[src/memPostCfgPkg.sv]
`default_nettype none

package memPostCfgPkg;

  ////////////////////////////////////////////////////////////
  // Widths with a meaning
  ////////////////////////////////////////////////////////////
  typedef logic [3:0]  tCfgAddr;  // Register index
  typedef logic [31:0] tCfgData;  // Config bus word
  typedef logic [31:0] tAddr;     // Host byte address
  typedef logic [7:0]  tWordCnt;  // Count of 64-bit words

  // Register bank to scheduler, 73 bits
  typedef struct packed {
    logic    enable;
    tAddr    base0;
    tAddr    base1;
    tWordCnt wordsPerTransfer;
  } tCfg;

  // Register map
  localparam tCfgAddr cRegCtrl   = 4'd0;
  localparam tCfgAddr cRegStatus = 4'd1;
  localparam tCfgAddr cRegBase0  = 4'd2;
  localparam tCfgAddr cRegBase1  = 4'd3;
  localparam tCfgAddr cRegWords  = 4'd4;

  localparam tWordCnt cResetWords = 8'd8;  // 8 words = 64 bytes
  localparam int      cAlignBits  = 6;     // 64-byte aligned bases

endpackage

`default_nettype wire

[src/memPostTlpPkg.sv]
`default_nettype none

package memPostTlpPkg;

  ////////////////////////////////////////////////////////////
  // Packet and credit widths
  ////////////////////////////////////////////////////////////
  typedef logic [63:0] tLine;          // One transmit line
  typedef logic [7:0]  tPhCred;        // Posted header credits
  typedef logic [11:0] tPdCred;        // Posted data credits, 16 bytes each
  typedef logic [11:0] tPayloadBytes;
  typedef logic [15:0] tReqId;         // Bus, device, function
  typedef logic [9:0]  tDwLen;

  localparam logic [7:0] cFmtTypeMemWr = 8'h40;  // 3DW header with data
  localparam logic [7:0] cFirstBe      = 8'hFF;  // Last and first BE, all lanes

  localparam int cLineFifoDepth = 4;
  localparam int cLineBytes     = 8;

  // One memory write packet, 52 bits
  typedef struct packed {
    memPostCfgPkg::tAddr    addr;
    memPostCfgPkg::tWordCnt words;
    tPdCred                 pdInc;
  } tPostDesc;

  // Transmit stream line, 66 bits
  typedef struct packed {
    logic sop;
    logic eop;
    tLine data;
  } tTxLine;

endpackage

`default_nettype wire

[src/memPostCfgRegs.sv]
`timescale 1ns/10ps
`default_nettype none

module memPostCfgRegs (
  input  wire                     i_CfgClk,
  input  wire                     i_ARst,
  input  wire                     i_CfgCyc,
  input  wire                     i_CfgStb,
  input  wire                     i_CfgWnR,
  input  memPostCfgPkg::tCfgAddr  i_CfgAddr,
  input  memPostCfgPkg::tCfgData  i_CfgWrData,
  output memPostCfgPkg::tCfgData  o_CfgRdData,
  output logic                    o_CfgAck,
  input  wire                     i_InvalidSetting,
  input  wire                     i_Busy,
  output memPostCfgPkg::tCfg      o_Cfg
);

  memPostCfgPkg::tCfg     r_Cfg;
  memPostCfgPkg::tCfgData w_Status;
  logic                   w_Write;

  assign w_Write  = i_CfgCyc & i_CfgStb & i_CfgWnR;
  assign w_Status = {i_InvalidSetting, 30'h0, i_Busy};

  ////////////////////////////////////////////////////////////
  // Register writes and acknowledge
  ////////////////////////////////////////////////////////////
  always_ff @(posedge i_CfgClk or posedge i_ARst)
  begin
    if (i_ARst)
    begin
      r_Cfg.enable           <= 1'b0;
      r_Cfg.base0            <= '0;
      r_Cfg.base1            <= '0;
      r_Cfg.wordsPerTransfer <= memPostCfgPkg::cResetWords;
      o_CfgAck               <= 1'b0;
    end
    else
    begin
      if (w_Write)
      begin
        case (i_CfgAddr)
          memPostCfgPkg::cRegCtrl:  r_Cfg.enable           <= i_CfgWrData[0];
          memPostCfgPkg::cRegBase0: r_Cfg.base0            <= i_CfgWrData;
          memPostCfgPkg::cRegBase1: r_Cfg.base1            <= i_CfgWrData;
          memPostCfgPkg::cRegWords: r_Cfg.wordsPerTransfer <= i_CfgWrData[7:0];
          default: ;  // Status is read only
        endcase
      end
      o_CfgAck <= i_CfgCyc & i_CfgStb & ~o_CfgAck;  // One cycle, even if strobe held
    end
  end

  // Readback mux
  always_comb
  begin
    case (i_CfgAddr)
      memPostCfgPkg::cRegCtrl:   o_CfgRdData = {31'h0, r_Cfg.enable};
      memPostCfgPkg::cRegStatus: o_CfgRdData = w_Status;
      memPostCfgPkg::cRegBase0:  o_CfgRdData = r_Cfg.base0;
      memPostCfgPkg::cRegBase1:  o_CfgRdData = r_Cfg.base1;
      memPostCfgPkg::cRegWords:  o_CfgRdData = {24'h0, r_Cfg.wordsPerTransfer};
      default:                   o_CfgRdData = '0;
    endcase
  end

  assign o_Cfg = r_Cfg;

endmodule

`default_nettype wire

[src/memPostScheduler.sv]
`timescale 1ns/10ps
`default_nettype none

module memPostScheduler (
  input  wire                           i_CfgClk,
  input  wire                           i_ARst,
  input  memPostCfgPkg::tCfg            i_Cfg,
  input  wire                           i_Start,
  input  wire  [15:0]                   i_UsedWords,
  input  memPostTlpPkg::tPayloadBytes   i_MaxPload,
  input  memPostTlpPkg::tPhCred         i_CredLimPh,
  input  memPostTlpPkg::tPhCred         i_CredConPh,
  input  memPostTlpPkg::tPdCred         i_CredLimPd,
  input  memPostTlpPkg::tPdCred         i_CredConPd,
  input  wire                           i_InfinitePh,
  input  wire                           i_InfinitePd,
  output memPostTlpPkg::tPostDesc       o_Desc,
  output logic                          o_DescValid,
  input  wire                           i_DescReady,
  input  wire                           i_Done,
  output logic                          o_InvalidSetting,
  output logic                          o_Busy
);

  typedef enum logic [1:0] {sIdle, sCredCheck, sOffer, sWaitDone} tState;

  tState                   r_State;
  logic                    r_Enable;
  logic                    r_BufPtr;    // Base used by the next start
  memPostCfgPkg::tAddr     r_PostAddr;
  memPostCfgPkg::tWordCnt  r_Words;
  memPostTlpPkg::tPhCred   r_RqdPh;     // Cumulative credits this packet needs
  memPostTlpPkg::tPdCred   r_RqdPd;
  memPostTlpPkg::tPdCred   r_PdInc;
  memPostTlpPkg::tPdCred   w_PdInc;
  memPostTlpPkg::tPostDesc r_Desc;
  logic                    w_DataReady;
  logic                    w_PhEnough;
  logic                    w_PdEnough;

  ////////////////////////////////////////////////////////////
  // Setting guard and readiness
  ////////////////////////////////////////////////////////////
  assign o_InvalidSetting =
    (i_Cfg.base0[memPostCfgPkg::cAlignBits-1:0] != '0) |
    (i_Cfg.base1[memPostCfgPkg::cAlignBits-1:0] != '0) |
    ({1'b0, i_Cfg.wordsPerTransfer, 3'b000} > i_MaxPload);

  assign w_DataReady = i_UsedWords >= {8'h00, i_Cfg.wordsPerTransfer};

  // ceil(words * 8 / 16)
  assign w_PdInc = ({4'h0, i_Cfg.wordsPerTransfer} + 12'd1) >> 1;

  // Modular distance to the limit, below half range means enough
  assign w_PhEnough = ((i_CredLimPh - r_RqdPh) < 8'h80) | i_InfinitePh;
  assign w_PdEnough = ((i_CredLimPd - r_RqdPd) < 12'h800) | i_InfinitePd;

  always_ff @(posedge i_CfgClk or posedge i_ARst)
  begin
    if (i_ARst)
    begin
      r_State    <= sIdle;
      r_Enable   <= 1'b0;
      r_BufPtr   <= 1'b0;
      r_PostAddr <= '0;
      r_Words    <= '0;
      r_RqdPh    <= '0;
      r_RqdPd    <= '0;
      r_PdInc    <= '0;
    end
    else
    begin
      case (r_State)
        sIdle:
        begin
          if (r_Enable & ~o_InvalidSetting & w_DataReady)
          begin
            r_RqdPh <= i_CredConPh + 8'd1;  // One header per packet
            r_RqdPd <= i_CredConPd + w_PdInc;
            r_PdInc <= w_PdInc;
            r_Words <= i_Cfg.wordsPerTransfer;
            r_State <= sCredCheck;
          end
        end
        sCredCheck:
          if (w_PhEnough & w_PdEnough)
            r_State <= sOffer;
        sOffer:
          if (i_DescReady)
            r_State <= sWaitDone;
        sWaitDone:
          if (i_Done)
          begin
            r_PostAddr <= r_PostAddr + {21'h0, r_Words, 3'b000};
            r_State    <= sIdle;
          end
        default: r_State <= sIdle;
      endcase

      // New buffer overrides any pending advance
      if (i_Start)
      begin
        r_Enable   <= i_Cfg.enable;
        r_BufPtr   <= ~r_BufPtr;
        r_PostAddr <= r_BufPtr ? i_Cfg.base1 : i_Cfg.base0;
      end
    end
  end

  // Descriptor frozen while offered
  always_ff @(posedge i_CfgClk)
  begin
    if (r_State == sCredCheck)
    begin
      r_Desc.addr  <= r_PostAddr;
      r_Desc.words <= r_Words;
      r_Desc.pdInc <= r_PdInc;
    end
  end

  assign o_Desc      = r_Desc;
  assign o_DescValid = r_State == sOffer;
  assign o_Busy      = r_State != sIdle;

endmodule

`default_nettype wire

[src/memPostLineFifo.sv]
`timescale 1ns/10ps
`default_nettype none

module memPostLineFifo (
  input  wire                     i_CfgClk,
  input  wire                     i_ARst,
  input  wire                     i_FetchStart,
  input  memPostCfgPkg::tWordCnt  i_FetchWords,
  output logic                    o_LclReq,
  input  wire                     i_LclDv,
  input  memPostTlpPkg::tLine     i_LclData,
  input  wire                     i_LclEmpty,
  input  wire                     i_Pop,
  output memPostTlpPkg::tLine     o_Line,
  output logic                    o_Empty
);

  localparam int cPtrW = $clog2(memPostTlpPkg::cLineFifoDepth);
  localparam int cCntW = cPtrW + 1;

  memPostTlpPkg::tLine    r_Mem [memPostTlpPkg::cLineFifoDepth];
  logic [cPtrW-1:0]       r_WrPtr;
  logic [cPtrW-1:0]       r_RdPtr;
  logic [cCntW-1:0]       r_Count;
  logic                   r_ReqD1;   // Request whose data lands this cycle
  memPostCfgPkg::tWordCnt r_Budget;  // Lines still to fetch
  logic [cCntW:0]         w_Used;

  // Entries plus in-flight reads, anything below depth is a free credit
  assign w_Used   = {1'b0, r_Count} + {{cCntW{1'b0}}, r_ReqD1};
  assign o_LclReq = (r_Budget != '0) & ~i_LclEmpty &
                    (w_Used < (cCntW + 1)'(memPostTlpPkg::cLineFifoDepth));

  always_ff @(posedge i_CfgClk or posedge i_ARst)
  begin
    if (i_ARst)
    begin
      r_WrPtr  <= '0;
      r_RdPtr  <= '0;
      r_Count  <= '0;
      r_ReqD1  <= 1'b0;
      r_Budget <= '0;
    end
    else
    begin
      r_ReqD1 <= o_LclReq;
      if (i_FetchStart)
        r_Budget <= i_FetchWords;
      else if (o_LclReq)
        r_Budget <= r_Budget - 8'd1;
      if (i_LclDv)
        r_WrPtr <= r_WrPtr + 1'b1;
      if (i_Pop)
        r_RdPtr <= r_RdPtr + 1'b1;
      case ({i_LclDv, i_Pop})
        2'b10:   r_Count <= r_Count + 1'b1;
        2'b01:   r_Count <= r_Count - 1'b1;
        default: ;  // Both or neither
      endcase
    end
  end

  always_ff @(posedge i_CfgClk)
    if (i_LclDv)
      r_Mem[r_WrPtr] <= i_LclData;

  assign o_Line  = r_Mem[r_RdPtr];
  assign o_Empty = r_Count == '0;

endmodule

`default_nettype wire

[src/memPostFramer.sv]
`timescale 1ns/10ps
`default_nettype none

module memPostFramer (
  input  wire                      i_CfgClk,
  input  wire                      i_ARst,
  input  memPostTlpPkg::tPostDesc  i_Desc,
  input  wire                      i_DescValid,
  output logic                     o_DescReady,
  output logic                     o_Done,
  input  memPostTlpPkg::tReqId     i_ReqId,
  output logic                     o_FetchStart,
  output memPostCfgPkg::tWordCnt   o_FetchWords,
  output logic                     o_Pop,
  input  memPostTlpPkg::tLine      i_Line,
  input  wire                      i_FifoEmpty,
  output memPostTlpPkg::tTxLine    o_TxLine,
  output logic                     o_TxValid,
  input  wire                      i_TxReady,
  output logic                     o_UpdPh,
  output logic                     o_UpdPd,
  output memPostTlpPkg::tPdCred    o_IncPd
);

  typedef enum logic [1:0] {sIdle, sHdr0, sHdr1, sPayload} tState;

  tState                   r_State;  // Which line sits in the output register
  memPostTlpPkg::tPostDesc r_Desc;
  memPostTlpPkg::tTxLine   r_TxLine;
  logic                    r_TxValid;
  logic [7:0]              r_Tag;
  memPostCfgPkg::tWordCnt  r_Left;   // Payload lines not yet loaded
  memPostTlpPkg::tDwLen    w_DwLen;
  memPostTlpPkg::tLine     w_Hdr0;
  memPostTlpPkg::tLine     w_Hdr1;
  logic                    w_DescXfer;
  logic                    w_Adv;
  logic                    w_Xfer;

  ////////////////////////////////////////////////////////////
  // Header lines
  ////////////////////////////////////////////////////////////
  assign w_DwLen = {1'b0, i_Desc.words, 1'b0};  // Two dwords per word
  assign w_Hdr0  = {i_ReqId, r_Tag, memPostTlpPkg::cFirstBe,
                    memPostTlpPkg::cFmtTypeMemWr, 8'h00, 6'h00, w_DwLen};
  assign w_Hdr1  = {32'h0, r_Desc.addr};

  assign o_DescReady = r_State == sIdle;
  assign w_DescXfer  = i_DescValid & o_DescReady;
  assign w_Adv       = ~r_TxValid | i_TxReady;  // Output slot free next cycle
  assign w_Xfer      = r_TxValid & i_TxReady;

  assign o_Pop = ((r_State == sHdr1) | (r_State == sPayload)) & w_Adv &
                 (r_Left != '0) & ~i_FifoEmpty;

  always_ff @(posedge i_CfgClk or posedge i_ARst)
  begin
    if (i_ARst)
    begin
      r_State   <= sIdle;
      r_TxValid <= 1'b0;
      r_Tag     <= '0;
      r_Left    <= '0;
    end
    else
    begin
      case (r_State)
        sIdle:
          if (w_DescXfer)
          begin
            r_TxValid <= 1'b1;
            r_Left    <= i_Desc.words;
            r_State   <= sHdr0;
          end
        sHdr0:
          if (i_TxReady)
            r_State <= sHdr1;
        sHdr1, sPayload:
        begin
          if (o_Pop)
          begin
            r_TxValid <= 1'b1;
            r_Left    <= r_Left - 8'd1;
          end
          else if (w_Xfer)
            r_TxValid <= 1'b0;  // Bubble while FIFO is empty

          if (r_State == sHdr1 && i_TxReady)
            r_State <= sPayload;
          else if (r_State == sPayload && w_Xfer && r_TxLine.eop)
          begin
            r_State <= sIdle;
            r_Tag   <= r_Tag + 8'd1;
          end
        end
        default: r_State <= sIdle;
      endcase
    end
  end

  // Line and descriptor payload, held while stalled
  always_ff @(posedge i_CfgClk)
  begin
    if (w_DescXfer)
    begin
      r_Desc   <= i_Desc;
      r_TxLine <= '{sop: 1'b1, eop: 1'b0, data: w_Hdr0};
    end
    else if (r_State == sHdr0 && i_TxReady)
      r_TxLine <= '{sop: 1'b0, eop: 1'b0, data: w_Hdr1};
    else if (o_Pop)
      r_TxLine <= '{sop: 1'b0, eop: (r_Left == 8'd1), data: i_Line};
  end

  assign o_TxLine     = r_TxLine;
  assign o_TxValid    = r_TxValid;
  assign o_Done       = w_Xfer & r_TxLine.eop;
  assign o_FetchStart = w_DescXfer;
  assign o_FetchWords = i_Desc.words;
  assign o_UpdPh      = w_Xfer & r_TxLine.sop;
  assign o_UpdPd      = w_Xfer & r_TxLine.eop;
  assign o_IncPd      = r_Desc.pdInc;

endmodule

`default_nettype wire

[src/memPostTop.sv]
`timescale 1ns/10ps
`default_nettype none

module memPostTop (
  input  wire                          i_CfgClk,
  input  wire                          i_ARst,
  // Configuration bus
  input  wire                          i_CfgCyc,
  input  wire                          i_CfgStb,
  input  wire                          i_CfgWnR,
  input  memPostCfgPkg::tCfgAddr       i_CfgAddr,
  input  memPostCfgPkg::tCfgData       i_CfgWrData,
  output memPostCfgPkg::tCfgData       o_CfgRdData,
  output logic                         o_CfgAck,
  // Local source
  input  wire                          i_Start,
  input  wire  [15:0]                  i_UsedWords,
  output logic                         o_LclReq,
  input  wire                          i_LclDv,
  input  memPostTlpPkg::tLine          i_LclData,
  input  wire                          i_LclEmpty,
  // PCIe side
  input  memPostTlpPkg::tReqId         i_ReqId,
  input  memPostTlpPkg::tPayloadBytes  i_MaxPload,
  input  memPostTlpPkg::tPhCred        i_CredLimPh,
  input  memPostTlpPkg::tPhCred        i_CredConPh,
  input  memPostTlpPkg::tPdCred        i_CredLimPd,
  input  memPostTlpPkg::tPdCred        i_CredConPd,
  input  wire                          i_InfinitePh,
  input  wire                          i_InfinitePd,
  output memPostTlpPkg::tTxLine        o_TxLine,
  output logic                         o_TxValid,
  input  wire                          i_TxReady,
  output logic                         o_UpdPh,
  output logic                         o_UpdPd,
  output memPostTlpPkg::tPhCred        o_IncPh,
  output memPostTlpPkg::tPdCred        o_IncPd
);

  memPostCfgPkg::tCfg      w_Cfg;
  memPostTlpPkg::tPostDesc w_Desc;
  memPostCfgPkg::tWordCnt  w_FetchWords;
  memPostTlpPkg::tLine     w_FifoLine;
  logic                    w_InvalidSetting;
  logic                    w_Busy;
  logic                    w_DescValid;
  logic                    w_DescReady;
  logic                    w_Done;
  logic                    w_FetchStart;
  logic                    w_Pop;
  logic                    w_FifoEmpty;

  assign o_IncPh = 8'd1;  // One header per packet

  memPostCfgRegs uCfgRegs (
    .i_CfgClk, .i_ARst, .i_CfgCyc, .i_CfgStb, .i_CfgWnR, .i_CfgAddr, .i_CfgWrData,
    .o_CfgRdData, .o_CfgAck,
    .i_InvalidSetting (w_InvalidSetting),
    .i_Busy           (w_Busy),
    .o_Cfg            (w_Cfg)
  );

  memPostScheduler uScheduler (
    .i_CfgClk, .i_ARst,
    .i_Cfg (w_Cfg),
    .i_Start, .i_UsedWords, .i_MaxPload,
    .i_CredLimPh, .i_CredConPh, .i_CredLimPd, .i_CredConPd, .i_InfinitePh, .i_InfinitePd,
    .o_Desc           (w_Desc),
    .o_DescValid      (w_DescValid),
    .i_DescReady      (w_DescReady),
    .i_Done           (w_Done),
    .o_InvalidSetting (w_InvalidSetting),
    .o_Busy           (w_Busy)
  );

  memPostLineFifo uLineFifo (
    .i_CfgClk, .i_ARst,
    .i_FetchStart (w_FetchStart),
    .i_FetchWords (w_FetchWords),
    .o_LclReq, .i_LclDv, .i_LclData, .i_LclEmpty,
    .i_Pop        (w_Pop),
    .o_Line       (w_FifoLine),
    .o_Empty      (w_FifoEmpty)
  );

  memPostFramer uFramer (
    .i_CfgClk, .i_ARst,
    .i_Desc       (w_Desc),
    .i_DescValid  (w_DescValid),
    .o_DescReady  (w_DescReady),
    .o_Done       (w_Done),
    .i_ReqId,
    .o_FetchStart (w_FetchStart),
    .o_FetchWords (w_FetchWords),
    .o_Pop        (w_Pop),
    .i_Line       (w_FifoLine),
    .i_FifoEmpty  (w_FifoEmpty),
    .o_TxLine, .o_TxValid, .i_TxReady, .o_UpdPh, .o_UpdPd, .o_IncPd
  );

endmodule

`default_nettype wire

[config.mk]
export PLATFORM = sky130hd
export DESIGN_NAME = memPostTop
export DESIGN_NICKNAME = d
export VERILOG_FILES = /design/src/memPostCfgPkg.sv /design/src/memPostTlpPkg.sv /design/src/memPostCfgRegs.sv /design/src/memPostScheduler.sv /design/src/memPostLineFifo.sv /design/src/memPostFramer.sv /design/src/memPostTop.sv
export SDC_FILE = /design/constraint.sdc
export NUM_CORES = 1
export LEC_CHECK = 0
export BUFFER_PORTS_ARGS = -buffer_cell sky130_fd_sc_hd__buf_2
export CORE_AREA = 2 2 297 299
export DETAILED_ROUTE_END_ITERATION = 10
export DIE_AREA = 0 0 299 301
export PLACE_DENSITY = 0.45
export REMOVE_ABC_BUFFERS = 1
export SETUP_SLACK_MARGIN = 0.1
export SYNTH_ARGS = -nofsm -noshare
export SYNTH_HDL_FRONTEND = slang
export SYNTH_SLANG_ARGS = --single-unit
[constraint.sdc]
create_clock -name i_CfgClk -period 13.7 [get_ports i_CfgClk]
set_input_delay 2.74 -clock i_CfgClk [delete_from_list [all_inputs] [get_ports i_CfgClk]]
set_output_delay 2.74 -clock i_CfgClk [all_outputs]
set_load 0.005 [all_outputs]
==> results of run 1 <==
[layout make-up]
cell class | instances | area (µm²)
Clock inverter | 41 | 467
Fill cell | 8501 | 56300
Clock buffer | 92 | 1960
Multi-Input combinational cell | 910 | 7790
Tap cell | 1155 | 1450
Sequential cell | 591 | 16500
Inverter | 80 | 312
Timing Repair Buffer | 328 | 1700
Antenna cell | 4 | 10.0
[sequential cells by signal, indices dropped and copies added (netlist names), 3 cells and up]
name / flops
uLineFifo.r_Budget: 8
uFramer.r_Desc: 32
uLineFifo.r_Count: 3
uFramer.r_Left: 8
uScheduler.o_Desc: 48
uLineFifo.r_Mem: 256
uScheduler.r_PdInc: 8
uScheduler.r_PostAddr: 32
uFramer.r_Tag: 8
uScheduler.r_RqdPd: 12
uFramer.o_IncPd: 8
uScheduler.r_RqdPh: 8
uScheduler.r_Words: 8
uFramer.o_TxLine: 66
uCfgRegs.o_Cfg: 73
[final timing paths]
path / startpoint / end / slack, ps / cells after the start
min reg2reg: uScheduler.o_Desc[23] / uFramer.r_Desc[23] / 410 / 0
min in group asynchronous: i_ARst / uCfgRegs.o_Cfg[31] / 2190 / 2
max reg2reg: uFramer.r_State[1] / uLineFifo.r_Count[2] / 9740 / 11
max in group asynchronous: i_ARst / uScheduler.r_RqdPd[7] / 9570 / 4
min: uScheduler.o_Desc[23] / uFramer.r_Desc[23] / 410 / 0
max: i_MaxPload[5] / o_CfgRdData[31] / 6240 / 11
[power groups by stage]
| stage | sequential (mW) | combinational (mW) | clock (mW) |
|---|---|---|---|
| floorplan | 2.74 | 1.03 | 0 |
| global placement | 2.81 | 1.65 | 0 |
| detailed placement | 2.81 | 1.68 | 0 |
| CTS | 2.78 | 1.68 | 2.01 |
| global route | 2.82 | 1.82 | 2.09 |
| finish | 2.77 | 1.63 | 1.95 |
[worst max-delay path, cell delays in order]
cell	delay, ps
buf_2	80
inv_1	30
ha_1	290
a211o_1	310
a221oi_2	290
o22ai_1	210
a21oi_1	350
nor3b_1	90
a21oi_1	140
nor3_1	60
buf_2	120
[placed cells by master, fill, tap and decap left out, drive strengths merged, types with 6 or more instances in the layout]
cell type and n:
nor4 8, buf 328, o22ai 7, mux2i 45, clkinv 23, a22oi 23
edfxtp 376, mux2 87, o21ai 56, xor2 28, a222oi 15, conb 12
clkbuf 92, dfxtp 34, nor2 47, mux4 64, a211oi 18, ha 64
a31oi 6, nand2 104, a22o 47, nor2b 11, xnor2 42, nor3 14
and2 6, and3 16, nand3 48, nand4 13, dfrtp 180, bufinv 8
inv 86, a21oi 70, a21o 8
[per-stage QoR]
| step | area (µm²) | setup WS (ps) | utilization [%] | total power, mW |
|---|---|---|---|---|
| 2_1_floorplan | 24500 | 6050 | - | 3.77 |
| 4_1_cts | 30200 | 6240 | 34.9 | 6.47 |
| 3_5_place_dp | 27800 | 6260 | 32.1 | 4.49 |
| 6_report | 30200 | 6240 | 34.9 | 6.35 |
| 3_3_place_gp | 27800 | 6270 | 32.1 | 4.46 |
| 5_1_grt | 30200 | 6180 | 34.9 | 6.74 |
[cell usage after synthesis, drive strengths merged, types with 6 or more instances]
library cell  instances
mux2                 87
nor2                 47
a22oi                23
xnor2                42
nor4                  8
dfrtp               180
clkbuf               55
a222oi               15
ha                   64
nor3                 14
nand3                48
buf                  44
inv                  79
dfxtp                34
o22ai                 7
nand2               104
a21oi                70
nor2b                11
nand4                13
xor2                 28
mux2i                45
a22o                 47
a211oi               18
and2                  6
a21o                  8
edfxtp              376
and3                 16
o21ai                56
mux4                 64
a31oi                 6
[cells by family (layout without fill, tap and decap cells)]
logic type,after synthesis,count (layout)
xor+xnor,70,70
buf+inv,179,541
fa+ha+maj,67,67
other cells,2,16
mux,196,196
compound gates,273,273
flops,591,591
simple gates,292,292
[layer usage]
layer  wire length [µm]  share of wire, %
met5                 79              0.11
met4               1750               2.5
met3               3630               5.3
met2              33900                49
met1              29400                43
==> flow_summary.toml, run 1 <==
[status]
status = "finished clean"

[power_and_ir_drop]
clkPwrFrac_pct = 30.7
intPower_mw = 4.33
seq_power_share_pct = 43.6
p_leak_nw = 12.2
powerDensity_nw_per_um2 = 210
power_frac_comb_pct = 25.7
swShare_pct = 31.8
irDropWorstVdd_mv = 0.0971
p_sw_mw = 2.02

[logic_synthesis]
synth-xor-area-share_pct = 2.45
synth_top_family_by_area = "multiplexers"
ys_seq_area_share_pct = 66.1
synth-simple-area-share_pct = 5.75
synth-seq-cells = 591
synth_cell_types = 71
yosys.area.top_type_share_pct = 45.2
netlist_instances = 1670
synth.largest_area_cell = "edfxtp_1"
yosysWarnings = 0
synth_edf_count = 376
syn_area_um2 = 25000
ys.flop_type = "edfxtp_1"
synth_compound_area_share_pct = 7.48
synthArstFlopShare_pct = 30.6
synthAdderAreaFrac_pct = 3.45
synth.avg_cell_area_um2 = 15.0
synthTopCellsByArea = "edfxtp_1 (45%), dfrtp_1 (18%), mux4_2 (5.8%)"
synth.area.mux_share_pct = 11.7

[sta]
worstMarginPinSlew_ps = 1240
rsz0062_at_grt = "false"
fin_crit_ps = 7460
setup_tns_ps = 0
hold_slack_ps = 414
setup_violations = 0
period_share_pct = 54.4
skew_ps = 20.7
max_freq_mhz = 134
hold_violations = 0
drv_slew = 0
slew_headroom_pct = 17.7

[worst_setup_path]
worstPathRequired_ps = 10960
startpoint_type = "primary input"
endpoint_kind = "output port"
cp_max_fo = 2
arrival_ps = 4720
path_class = "primary input to output port"

[die]
num_rows = 108
ios = 318
start_util_pct = 28.9
dieWidth_um = 299
coreArea_um2 = 86500
chipHeight_um = 301
dieArea_um2 = 90000

[layout]
stdcell_count = 3201
finalNetCount = 2245
area_growth_pct = 20.9
drive_gt1_share_pct = 30.2

[detailed_routing]
routed_via_density = 4.71
initialDrtViolationCount = 654
drc_errors = 0
drtAntennaViolNets = 0
wl_per_cell_um = 21.5
vias = 15070
wl_mm = 68.8
drtPass1Iterations = 4

[clock_tree]
cts_htree_levels = 3
root_buffer = "clkbuf_16"
cts_buffer_depth = 3
clock_latency_ps = 610
cts_setup_buffers = 0
cts_tree = "yes"
clock-sinks = 591
cts-buffers-inserted = 72
clkSlewWorstSetupHoldPaths_ps = 50
postCtsResizedCells = 0
holdBufCountCts = 0

[global_route]
grt.busiest_layer = "met2"
grt_pass1_wl_mm = 102
use_met2_pct = 25.9
grtUsageMet1_pct = 19.0
grtUsageMet3_pct = 3.43
grt_max_degree = 83
grt_pass1_vias = 15936
grt_remaining_overflow = 0
grt_antenna_before_repair = 15
grt_use_total_pct = 15.2

[placed_design]
dp_cells = 3064
io_buffers = 305
place.gp.congestion = 0.783
place_hpwl_mm = 45.7

[worst_hold_path]
hold_path.class = "flop to flop"

[run]
cap_violations = 0
No activity file was read; power rests on OpenSTA's default activity.
==> run 2, diff against run 1 <==
--- a/config.mk
+++ b/config.mk
@@ -9,7 +9,7 @@
 export CORE_AREA = 2 2 297 299
 export DETAILED_ROUTE_END_ITERATION = 10
 export DIE_AREA = 0 0 299 301
-export PLACE_DENSITY = 0.45
+export PLACE_DENSITY = 0.47
 export REMOVE_ABC_BUFFERS = 1
 export SETUP_SLACK_MARGIN = 0.1
 export SYNTH_ARGS = -nofsm -noshare
==> constraint.sdc (replaced) <==
create_clock -name i_CfgClk -period 6.3 [get_ports i_CfgClk]
set_input_delay 1.26 -clock i_CfgClk [delete_from_list [all_inputs] [get_ports i_CfgClk]]
set_output_delay 1.26 -clock i_CfgClk [all_outputs]
set_load 0.005 [all_outputs]
==> run 2 against run 1 <==
Power rose by 120%. Non-clock buffer count rose by 3. Die area did not move. Sequential share of layout area rose by 0.079 points.
==> flow_summary.toml, run 2 (synthesis results as in run 1) <==
[status]
status = "finished clean"

[worst_setup_path]
cp_max_fo = 2
cp_slowest_cell = "a211o_1"
cp_top_family = "compound AO/OA/AOI/OAI gates"
critPathMaxStageDelay_ps = 310
crit_path_cell_trace = "buf_2 -> inv_1 -> ha_1 -> a211o_1 -> a221oi_2 -> o22ai_1 -> a21oi_1 -> nor3b_1 -> a21oi_1 -> nor3_1 -> buf_2"
r2r-end = "uScheduler.r_PdInc[5]"
rr_startpoint = "uCfgRegs.o_Cfg[0]"
path_class = "primary input to output port"
rr_worst_depth = 8
r2r_setup_slack_ps = 2730
arrival_ps = 3190
crit_cells = 11
worstPathRequired_ps = 5040
startpoint_type = "primary input"
crit_buf_inv = 3
endpoint_kind = "output port"

[power_and_ir_drop]
swShare_pct = 31.8
powerDensity_nw_per_um2 = 455
irDropWorstVdd_mv = 0.289
p_sw_mw = 4.37
intPower_mw = 9.35
clkPwrFrac_pct = 30.3
p_leak_nw = 12.1
power_frac_comb_pct = 25.7
seq_power_share_pct = 44.0

[clock_tree]
clkSlewWorstSetupHoldPaths_ps = 50
clock_latency_ps = 620
clock-sinks = 591
holdBufCountCts = 0
cts-buffers-inserted = 71
cts_htree_levels = 3
cts_setup_buffers = 0
root_buffer = "clkbuf_16"
cts_tree = "yes"
cts_buffer_depth = 3
postCtsResizedCells = 0

[sta]
worstMarginPinSlew_ps = 1010
rsz0062_at_grt = "false"
period_share_pct = 70.6
slew_headroom_pct = 32.7
setup_violations = 0
hold_slack_ps = 407
setup_slack_ps = 1850
fin_crit_ps = 4450
drv_slew = 0
max_freq_mhz = 225
hold_violations = 0
skew_ps = 29.7
setup_tns_ps = 0

[layout]
final_area_um2 = 30100
final_cell_mix = "edfxtp_1 (376), buf_2 (305), dfrtp_1 (177)"
final_util_pct = 34.9
ff_latch_area_um2 = 16500
layout.cells.most_common = "edfxtp_1"
multi_input_area_um2 = 7780
area_growth_pct = 20.7
drive_gt1_share_pct = 30.1
finalNetCount = 2247
fillers = 8465
regMostFlops = "uLineFifo.r_Mem"
largest_reg_flops = 256

[global_route]
grt_use_total_pct = 15.0
grt_pass1_wl_mm = 101
grt_remaining_overflow = 0
grt_pass1_vias = 15826
grt_max_degree = 114
grt_antenna_before_repair = 16

[run]
cap_violations = 0

[die]
dieWidth_um = 299
ios = 318
dieArea_um2 = 90000
chipHeight_um = 301
coreArea_um2 = 86500
num_rows = 108
start_util_pct = 28.9

[placed_design]
post-place-ws_ps = 1780
place_area_um2 = 27800
place.gp.congestion = 0.825
io_buffers = 305
place_hpwl_mm = 45.0

[detailed_routing]
wl_met2_mm = 33.2
drtAntennaViolNets = 0
vias = 15054
wl_per_cell_um = 21.2
wl_met3_mm = 3.34
drc_errors = 0
routed_via_density = 4.70
wl_mm = 67.8
initialDrtViolationCount = 780
wl_met1_mm = 29.5
top_layer = "met5"
drtPass1Iterations = 6

[worst_hold_path]
min_from = "uScheduler.o_Desc[28]"
hold_path.class = "flop to flop"
worstHoldPathCells = 0
hold_end = "uFramer.r_Desc[28]"
-- run 2: worst reg2reg max path, delay by kind of cell, from the launching register on --
| family | cells | cell delay (ps) |
|---|---|---|
| AND/OR/NAND/NOR | 2 | 810 |
| adder cells (fa/ha/maj) | 1 | 330 |
| AO/OA/AOI/OAI | 3 | 950 |
| multiplexers | 1 | 320 |
| buffers and inverters | 1 | 380 |
| flip-flops | 1 | 660 |
-- run 2: per-layer routing --
| metal | GRT usage, % | vias up |
|---|---|---|
| li1 | - | 6932 |
| met1 | 19.1 | 7644 |
| met2 | 25.3 | 341 |
| met3 | 3.42 | 123 |
| met4 | 4.99 | 14 |
| met5 | 0 | - |
-- run 2: area by class of cell --
| cell class | count | share of cell area, % |
|---|---|---|
| inverter | 80 | 1.03 |
| antenna | 5 | 0.0415 |
| timing repair buffer | 331 | 5.71 |
| clock buffer | 93 | 6.34 |
| sequential | 591 | 54.8 |
| clock inverter | 39 | 1.51 |
| tap | 1155 | 4.79 |
| multi-input combinational | 910 | 25.8 |
-- run 2: power groups by stage --
stage / Sequential (mW) / Clock, mW / Combinational [mW]
global placement: 6.11 / 0 / 3.57
global route: 6.17 / 4.46 / 3.95
floorplan: 5.96 / 0 / 2.24
finish: 6.04 / 4.16 / 3.53
CTS: 6.07 / 4.30 / 3.64
detailed placement: 6.14 / 0 / 3.63
-- run 2: worst max path at each step --
stage | from | to | slack (ps)
4_1_cts | i_MaxPload[5] | o_CfgRdData[31] | 1780
2_1_floorplan | i_ARst | uCfgRegs.o_CfgAck | 130
5_1_grt | i_MaxPload[5] | o_CfgRdData[31] | 1720
3_5_place_dp | i_MaxPload[5] | o_CfgRdData[31] | 1780
3_3_place_gp | i_MaxPload[5] | o_CfgRdData[31] | 1830
6_report | i_MaxPload[5] | o_CfgRdData[31] | 1850
-- run 2: stage by stage --
| stage | std cells | power [mW] |
|---|---|---|
| after global placement | 3067 | 9.68 |
| after CTS | 3199 | 14.0 |
| after global routing | 3203 | 14.6 |
| after detailed placement | 3067 | 9.77 |
| after floorplan | 1581 | 8.20 |
| final | 3204 | 13.7 |
